===== config.mk =====
export PLATFORM = sky130hd
export DESIGN_NAME = dcache_line_array_flat
export DESIGN_NICKNAME = d
export VERILOG_FILES = /design/src/source/dcache_pkg.sv /design/src/source/dcache_array_if.sv /design/src/source/dcache_line_array.sv /design/src/flat_wrapper.sv
export VERILOG_INCLUDE_DIRS = /design/src /design/src/include
export SDC_FILE = /design/constraint.sdc
export NUM_CORES = 2
export LEC_CHECK = 0
export BUFFER_PORTS_ARGS = -buffer_cell sky130_fd_sc_hd__buf_2
export CAP_MARGIN = 20
export CORE_MARGIN = 10
export CORE_UTILIZATION = 40
export CTS_CLUSTER_DIAMETER = 150
export DETAILED_ROUTE_END_ITERATION = 10
export GPL_TIMING_DRIVEN = 0
export PLACE_DENSITY = 0.57
export SYNTH_ARGS = -nofsm -noshare
export SYNTH_HDL_FRONTEND = slang
export SYNTH_SLANG_ARGS = --single-unit

===== constraint.sdc =====
create_clock -name clk -period 8.3 [get_ports clk]
set_clock_uncertainty 0.2 [all_clocks]
set_input_delay 1.66 -clock clk [delete_from_list [all_inputs] [get_ports clk]]
set_output_delay 1.66 -clock clk [all_outputs]
set_load 0.05 [all_outputs]

===== src/include/dcache_defs.svh =====
// Sizing and timing constants for the data cache subsystem
// Line size is fixed at 16 bytes; index widths must leave room for a tag in DC_ABW
`ifndef DCACHE_DEFS_SVH
`define DCACHE_DEFS_SVH

// ===========================================================================
// Address and array geometry
// ===========================================================================

// Byte address width of the core port and the memory bus
`define DC_ABW 32

// L1 index width, 16 lines
`define DC_L1_IDX 4

// L2 index width, 64 lines
`define DC_L2_IDX 6

// ===========================================================================
// Latencies in clock cycles
// ===========================================================================

// Wait before the L2 hit is trusted
`define DC_L2_RD_LAT 3

// Wait after an L1 write before the core is released
`define DC_L1_WR_LAT 3

`endif


===== src/source/dcache_pkg.sv =====
// Shared types of the data cache subsystem
// The L1 payload puts the fault code above the line data so byte masks cover bits 127:0
`default_nettype none

`include "dcache_defs.svh"

package dcache_pkg;

	// Byte address as seen by the core and the bus
	typedef logic [`DC_ABW-1:0] addr_t;

	// One cache line, four 32-bit words, word 0 at the low end
	typedef logic [3:0][31:0] line_data_t;

	// Fault code carried with each L1 line
	typedef enum logic [1:0] {
		FLT_NONE    = 2'd0,
		FLT_BUS_ERR = 2'd3
	} fault_e;

	// L1 entry: fault tag in the upper bits, data below
	typedef struct packed {
		fault_e     fault;
		line_data_t data;
	} l1_line_t;

	// Controller FSM states
	typedef enum logic [2:0] {
		IDLE,
		L2_WAIT,
		L2_CHECK,
		BUS_BURST,
		FILL_WR,
		WR_SETTLE
	} dc_state_e;

endpackage

`default_nettype wire


===== src/source/dcache_array_if.sv =====
// Lookup and write bundle between the controller and one cache array
// hit and rdata are combinational from adr; wr and inval act on the next clock edge
`timescale 1ns/1ps
`default_nettype none

`include "dcache_defs.svh"

interface dcache_array_if #(
	parameter type PAYLOAD_T = dcache_pkg::line_data_t
) ();

	// Line address, offset bits are ignored by the array
	logic [`DC_ABW-1:0] adr;
	logic               hit;
	PAYLOAD_T           rdata;
	// One-cycle write strobe with byte mask over the line data
	logic               wr;
	logic [15:0]        wsel;
	PAYLOAD_T           wdata;
	// One-cycle valid clear
	logic               inval;

	modport controller (output adr, wr, wsel, wdata, inval, input hit, rdata);

	modport array (input adr, wr, wsel, wdata, inval, output hit, rdata);

endinterface

`default_nettype wire


===== src/source/dcache_line_array.sv =====
// Direct-mapped tag and payload store with 16-byte lines
// Payload bits above 127 are always written on wr; the byte mask covers bits 127:0
`timescale 1ns/1ps
`default_nettype none

`include "dcache_defs.svh"

module dcache_line_array #(
	parameter type PAYLOAD_T = dcache_pkg::line_data_t,
	parameter int  IDX_W     = `DC_L1_IDX
) (
	input logic clk,
	input logic rst_i,
	dcache_array_if.array arr
);

	localparam int LINES = 1 << IDX_W;
	localparam int PW    = $bits(PAYLOAD_T);
	localparam int TAG_W = `DC_ABW - IDX_W - 4;

	// Storage
	logic [PW-1:0]    data_q [LINES];
	logic [TAG_W-1:0] tag_q  [LINES];
	logic [LINES-1:0] valid_q;

	// Address split
	logic [IDX_W-1:0] idx;
	logic [TAG_W-1:0] tag;

	// Bit mask built from the byte mask
	logic [PW-1:0]    wmask;
	logic [PW-1:0]    wbits;

	assign idx = arr.adr[IDX_W+3:4];
	assign tag = arr.adr[`DC_ABW-1:IDX_W+4];

	// Combinational lookup
	assign arr.hit   = valid_q[idx] && (tag_q[idx] == tag);
	assign arr.rdata = PAYLOAD_T'(data_q[idx]);

	assign wbits = arr.wdata;

	always_comb begin
		// Bits above the line data, if any, follow every write
		wmask = '1;
		for (int b = 0; b < 16; b++) begin
			wmask[b*8 +: 8] = {8{arr.wsel[b]}};
		end
	end

	// Payload and tag, merged under the byte mask
	always_ff @(posedge clk) begin
		if (arr.wr) begin
			data_q[idx] <= (data_q[idx] & ~wmask) | (wbits & wmask);
			tag_q[idx]  <= tag;
		end
	end

	// Valid bits
	always_ff @(posedge clk) begin
		if (rst_i) begin
			valid_q <= '0;
		end else begin
			if (arr.wr) begin
				valid_q[idx] <= 1'b1;
			end else if (arr.inval) begin
				valid_q[idx] <= 1'b0;
			end
		end
	end

endmodule

`default_nettype wire


===== src/flat_wrapper.sv =====
// flat-port wrapper written by rule: the top's interface ports become plain ports
module dcache_line_array_flat 
#(
	parameter type PAYLOAD_T = dcache_pkg::line_data_t,
	parameter int  IDX_W     = `DC_L1_IDX
)
  (clk, rst_i, arr_adr, arr_wr, arr_wsel, arr_wdata, arr_inval, arr_hit, arr_rdata);
  dcache_array_if #(.PAYLOAD_T(PAYLOAD_T)) arr_i ();
  input logic clk;
  input logic rst_i;
  input wire logic [$bits(arr_i.adr)-1:0] arr_adr;
  input wire logic [$bits(arr_i.wr)-1:0] arr_wr;
  input wire logic [$bits(arr_i.wsel)-1:0] arr_wsel;
  input wire logic [$bits(arr_i.wdata)-1:0] arr_wdata;
  input wire logic [$bits(arr_i.inval)-1:0] arr_inval;
  output wire logic [$bits(arr_i.hit)-1:0] arr_hit;
  output wire logic [$bits(arr_i.rdata)-1:0] arr_rdata;
  assign arr_i.adr = arr_adr;
  assign arr_i.wr = arr_wr;
  assign arr_i.wsel = arr_wsel;
  assign arr_i.wdata = arr_wdata;
  assign arr_i.inval = arr_inval;
  assign arr_hit = arr_i.hit;
  assign arr_rdata = arr_i.rdata;
  dcache_line_array #(.PAYLOAD_T(PAYLOAD_T), .IDX_W(IDX_W)) u_core (.clk(clk), .rst_i(rst_i), .arr(arr_i));
endmodule

Yosys cells after proc, flatten, opt, wreduce, memory -nomap -nowiden. Memory sizes are Yosys's and may differ from the RTL's. Cells that the tools add are included.

Logic and storage cells: 24. Memories kept: 2. Input port bits: 180. Memory bits (writable): 2432. Register bits after elaboration: 16. Output and inout port bits: 129.

Memories: u_core.data_q (depth 16, width 128, rd ports 1, clocked after Yosys merged registers in 0, wr ports 1, RTL line dcache_line_array.sv:22) `logic [PW-1:0] data_q [LINES];`; u_core.tag_q (depth 16, width 24, rd ports 1, clocked after Yosys merged registers in 0, wr ports 1, RTL line dcache_line_array.sv:23) `logic [TAG_W-1:0] tag_q [LINES];`.

Mux-type cells: 8. Bitwise gates (word level): 7. Order comparisons: 2. Eq/ne operators: 1. Reductions and logical operators: 3.

Operators by type and width (count): $and 128x128->128 (2); $not 128->128 (1); $or 128x128->128 (1); $mux 16 (2); $eq 24x24->1 (1); $and 16x16->16 (1); $not 16->16 (1); $or 16x16->16 (1); $lt 4x5->1 const B (1); $bmux 1 s4 (1); $demux 1 s4 (1); $ge 4x1->1 const B (1); $mux 1 (4); $logic_and 1x1->1 (2); $reduce_bool 2->1 (1).

Logic depth before layout (Yosys ltp).
Depth in word-level cells: 8. Depth in mapped cells: 11. Mapped depth without buffers: 7.

Least setup slack after synthesis. Ideal clock, no wire load.

Path type: input to register. Start: input arr_adr[4]. End: memory u_core.data_q[5][0] (netlist bit) (enable). Stages on the path: 8. Data arrival time: 5.859 ns. Path slack: 1.737 ns. Buffers on the path: 5. Data required time: 7.596 ns. Library setup time: 0.504 ns. Path through: buf_6 > buf_6 > buf_4 > buf_4 > buf_2 > nor2b_1 > nand3_1 > inv_1.

RTL lines: start, declared (RTL line flat_wrapper.sv:11) `input wire logic [$bits(arr_i.adr)-1:0] arr_adr;`; end, declared (RTL line dcache_line_array.sv:22).

No word-level cell before the write port.

Worst setup path after layout.
Start: input arr_adr[7]. End: output arr_hit.

Cells in the longest elaborated chain, start to end: 3. Elaborated cells between the ends (all ways): 5. Those cells by class: 1 x eq/ne; 2 x mux; 1 x reduce/logical; 1 x memory.

RTL lines: $mem_v2 16x24 / $bmux 1 s4 (equally long branches); $eq 24x24->1 / $mux 1 (equally long branches) (RTL line dcache_line_array.sv:38) `assign arr.hit = valid_q[idx] && (tag_q[idx] == tag);`; $logic_and 1x1->1 (*) (RTL line dcache_line_array.sv:38); end, declared (RTL line flat_wrapper.sv:16) `output wire logic [$bits(arr_i.hit)-1:0] arr_hit;`.

Every way passes the cells marked *; elsewhere a longest branch is shown, timed or not. The select of a mux whose other input is x is not followed.

==> impl_metrics.py <==
metrics = {
    "worst_setup_path": {
        "cp_max_fo": 10,
        "timing.critical_path.from": "arr_adr[7]",
        "worstReg2RegEnd": "u_core.data_q[10][14]$_DFFE_PP_",
        "critPathBufInv": 6,
        "setup.worst_path.start_class": "primary input",
        "critical_path_cell_count": 10,
        "cpMostUsedCell": "sky130_fd_sc_hd__buf_2",
        "cp-end-kind": "output port",
        "endpoint": "arr_hit",
        "critical_path.slowest_cell": "sky130_fd_sc_hd__buf_1",
        "worst_r2r_startpoint": "u_core.data_q[14][14]$_DFFE_PP_",
        "path_delay_family": "buffers and inverters",
        "slowest_delay_ps": 760,
        "crit_chain": "buf_2 -> buf_2 -> buf_2 -> buf_2 -> buf_1 -> o21ai_0 -> a211oi_1 -> nand4_1 -> nor4_2 -> buf_2",
        "worst-endpoint-required_ps": 6440,
        "criticalPathCategory": "in2out",
        "worst_case_register_to_register_setup_slack_ps": 5840,
        "reg2regPathDepth": 3,
        "worst-endpoint-arrival_ps": 5660,
    },
    "drt": {
        "num_vias": 44300,
        "antenna_violating_nets_remaining": 0,
        "drt_total_wl_mm": 249,
        "drt-vias-per-instance": 5.73,
        "wire_per_inst_um": 32.2,
        "detailedRoute.firstIterationViolations": 4761,
        "drtPass1Iterations": 5,
        "drcViolationCount": 0,
    },
    "place": {
        "port-buffer-count": 284,
        "placed_area_sq_mm": 0.101,
        "dp_hpwl_mm": 140,
        "finalWeightedCongestion": 0.767,
    },
    "clocking": {
        "postCtsHoldBufs": 0,
        "cts-htree-levels": 4,
        "clk-insertion-delay-late_ps": 870,
        "clockBufferDepth": 3,
        "cts_buffers": 241,
        "root_buffer": "sky130_fd_sc_hd__clkbuf_16",
        "post_cts.repair.setup_buffers": 0,
        "worst_setup_hold_path_clk_slew_ps": 60,
        "cts.sink_count": 2448,
        "tritoncts": "done",
        "cts-resized-gates": 0,
    },
    "timing": {
        "timing.max_slew.rel_slack": 0.232,
        "timing.final.setup_violations": 0,
        "tns_setup_ps": 0,
        "timing.final.max_slew_violations": 0,
        "unrepaired_setup_endpoints_after_global_routing": "no",
        "period_minus_slack_ps": 7520,
        "final-hold-violation-count": 0,
        "worst_slew_pin_slew_ps": 1150,
        "fmax_ghz": 0.133,
        "share_of_the_cycle_needed_by_the_critical_path_after_routing": 0.906,
    },
    "synthesis": {
        "synth_largest_area_cell": "sky130_fd_sc_hd__edfxtp_1",
        "synth_cell_types": 49,
        "total_number_of_yosys_warnings": 0,
        "post_synth_inst_count": 3784,
        "synth_top_cells_by_area": "sky130_fd_sc_hd__edfxtp_1, sky130_fd_sc_hd__mux4_2, sky130_fd_sc_hd__mux2_2",
        "synth-seq-area-share": 0.780,
        "synth_area_sq_mm": 0.0940,
        "synth_top_area_frac": 0.777,
        "syn_area_per_cell_sq_um": 24.8,
        "netlist_top_cells_count": "sky130_fd_sc_hd__edfxtp_1, sky130_fd_sc_hd__mux4_2, sky130_fd_sc_hd__mux2_2",
        "mappedNetlistNets": 3964,
        "count_of_flip_flops_with_a_built_in_enable_after_synthesis": 2432,
        "ys_ff_latch": 2448,
        "synth-async-reset-ratio": 0,
        "synth_ff_type": "sky130_fd_sc_hd__edfxtp_1",
        "synth.most_common_cell": "sky130_fd_sc_hd__edfxtp_1",
    },
    "floorplan": {
        "initial_core_util": 0.403,
        "core_ar_sq_mm": 0.233,
        "fp.dieW_um": 505,
        "boundaryPins": 309,
        "dieArea_sq_mm": 0.255,
        "chipHeight_um": 505,
        "fp-row-count": 177,
    },
    "pwr": {
        "clkPwrFrac": 0.391,
        "p_leak_nw": 34.0,
        "power_per_cell_area_mw_per_mm2": 242,
        "power.combinational.fraction": 0.076,
        "swShare": 0.227,
        "internal_power_mw": 20.3,
        "worst_ir_drop_vdd_mv": 0.174,
        "p_seq_frac": 0.533,
        "p_sw_mw": 5.97,
    },
    "global_routing": {
        "vias_in_the_first_global_route": 45700,
        "grt_util_all_layers": 0.191,
        "grt_pass1_wl_mm": 351,
        "grt_max_degree": 78,
        "grt_antenna_before_repair": 20,
        "grt_remaining_overflow": 0,
    },
    "status": {
        "status": "complete, no violations",
    },
    "worst_hold_path": {
        "hold_class": "reg2reg",
    },
    "layout": {
        "area.growth.synth_to_final_pct": 15.6,
        "final_core_util": 0.466,
        "final_net_count": 4585,
        "post_route_cells_drive_above_1_share": 0.354,
        "fillerInstances": 19100,
        "final_cell_area_sq_mm": 0.109,
    },
    "flow_run": {
        "timing.max_cap.violations": 0,
    },
}
## worst min-delay path, cell delays in order (launching register included)
cell and delay (ps):
sky130_fd_sc_hd__dfxtp_1 310, sky130_fd_sc_hd__o21ai_0 60, sky130_fd_sc_hd__a21oi_1 60
## sequential cells by signal, indices dropped and copies added (netlist names), named ones only
| signal | count |
|---|---|
| u_core.data_q | 2048 |
| u_core.tag_q | 384 |
## final cells by class
class	count	area (sq um)	share of cell area
repair buffers	378	3260	0.0300
diodes	11	27.5	0.000253
clock inverters	119	936	0.00861
well taps	3132	3920	0.0361
flip-flops and latches	2448	73400	0.675
inverters	25	214	0.00197
multi-input cells	1113	19700	0.181
clock buffers	312	6410	0.0590
plain buffers	198	845	0.00777
## per-stage QoR
stage | setup slack, ps | hold slack, ps | std cells | total power [mW]
after floorplan | 1740 | 251 | 3784 | 15.5
after global placement | -3570 | 264 | 7200 | 16.2
after detailed placement | 948 | 264 | 7277 | 16.3
after CTS | 945 | 273 | 7708 | 26.5
after global routing | 786 | 294 | 7727 | 27.1
final | 781 | 277 | 7736 | 26.3
## kinds of logic (layout without fill, tap and decap cells)
family          count (synthesis)  in the layout  synth area share
flops                        2448           2448             0.780
mux                           914            914             0.196
buf+inv                       223           1032           0.00990
compound gates                101            101           0.00732
simple gates                   74             74           0.00393
xor+xnor                       24             24           0.00224
other cells                     0             11                 0
## layout by cell type, fill, tap and decap left out, types with 5 or more instances in the layout
cell | Yosys | final
sky130_fd_sc_hd__buf_16 | 0 | 36
sky130_fd_sc_hd__a21oi_1 | 25 | 25
sky130_fd_sc_hd__buf_6 | 3 | 8
sky130_fd_sc_hd__clkbuf_1 | 54 | 114
sky130_fd_sc_hd__dfxtp_1 | 16 | 16
sky130_fd_sc_hd__xnor2_1 | 18 | 18
sky130_fd_sc_hd__buf_8 | 0 | 53
sky130_fd_sc_hd__nand2_1 | 18 | 18
sky130_fd_sc_hd__clkbuf_16 | 0 | 245
sky130_fd_sc_hd__o221ai_1 | 8 | 8
sky130_fd_sc_hd__inv_6 | 0 | 5
sky130_fd_sc_hd__mux2_2 | 131 | 131
sky130_fd_sc_hd__nand3_1 | 14 | 14
sky130_fd_sc_hd__edfxtp_1 | 2432 | 2432
sky130_fd_sc_hd__clkinv_16 | 0 | 5
sky130_fd_sc_hd__clkinv_2 | 0 | 35
sky130_fd_sc_hd__nor3_1 | 5 | 5
sky130_fd_sc_hd__mux2i_1 | 52 | 52
sky130_fd_sc_hd__nor2b_1 | 6 | 6
sky130_fd_sc_hd__a22oi_1 | 10 | 10
sky130_fd_sc_hd__clkinv_1 | 0 | 54
sky130_fd_sc_hd__buf_2 | 30 | 316
sky130_fd_sc_hd__bufinv_16 | 0 | 8
sky130_fd_sc_hd__buf_1 | 102 | 100
sky130_fd_sc_hd__inv_1 | 25 | 9
sky130_fd_sc_hd__diode_2 | 0 | 11
sky130_fd_sc_hd__buf_4 | 9 | 9
sky130_fd_sc_hd__xor2_1 | 6 | 6
sky130_fd_sc_hd__mux4_2 | 731 | 731
sky130_fd_sc_hd__o21ai_0 | 21 | 21
sky130_fd_sc_hd__nor2_1 | 14 | 14
sky130_fd_sc_hd__a221oi_1 | 5 | 5
sky130_fd_sc_hd__inv_8 | 0 | 16
sky130_fd_sc_hd__clkinvlp_4 | 0 | 6
## per-layer routing
layer / GRT usage / up-vias / wire [um]
li1: - / 17800 / -
met1: 0.264 / 24600 / 105000
met2: 0.318 / 1568 / 124000
met3: 0.0316 / 346 / 14800
met4: 0.0465 / 10 / 6020
met5: 0 / - / 55
## how the worst min path moves through the flow
stage	from	endpoint	slack [ps]	depth (start not counted)
floorplan	flip-flop	flip-flop	250	2
global placement	flip-flop	flip-flop	260	2
detailed placement	flip-flop	flip-flop	260	2
CTS	flip-flop	flip-flop	270	2
global route	flip-flop	flip-flop	290	2
finish	flip-flop	flip-flop	280	2
## power groups by stage
| stage | Clock [mW] | Combinational [mW] | Sequential (mW) |
|---|---|---|---|
| final | 10.3 | 2.00 | 14.0 |
| after global routing | 10.9 | 2.12 | 14.0 |
| after CTS | 10.5 | 2.03 | 14.0 |
| after detailed placement | 0 | 2.02 | 14.3 |
| after global placement | 0 | 1.93 | 14.3 |
| after floorplan | 0 | 1.24 | 14.3 |
No activity file was read; power rests on OpenSTA's default activity.
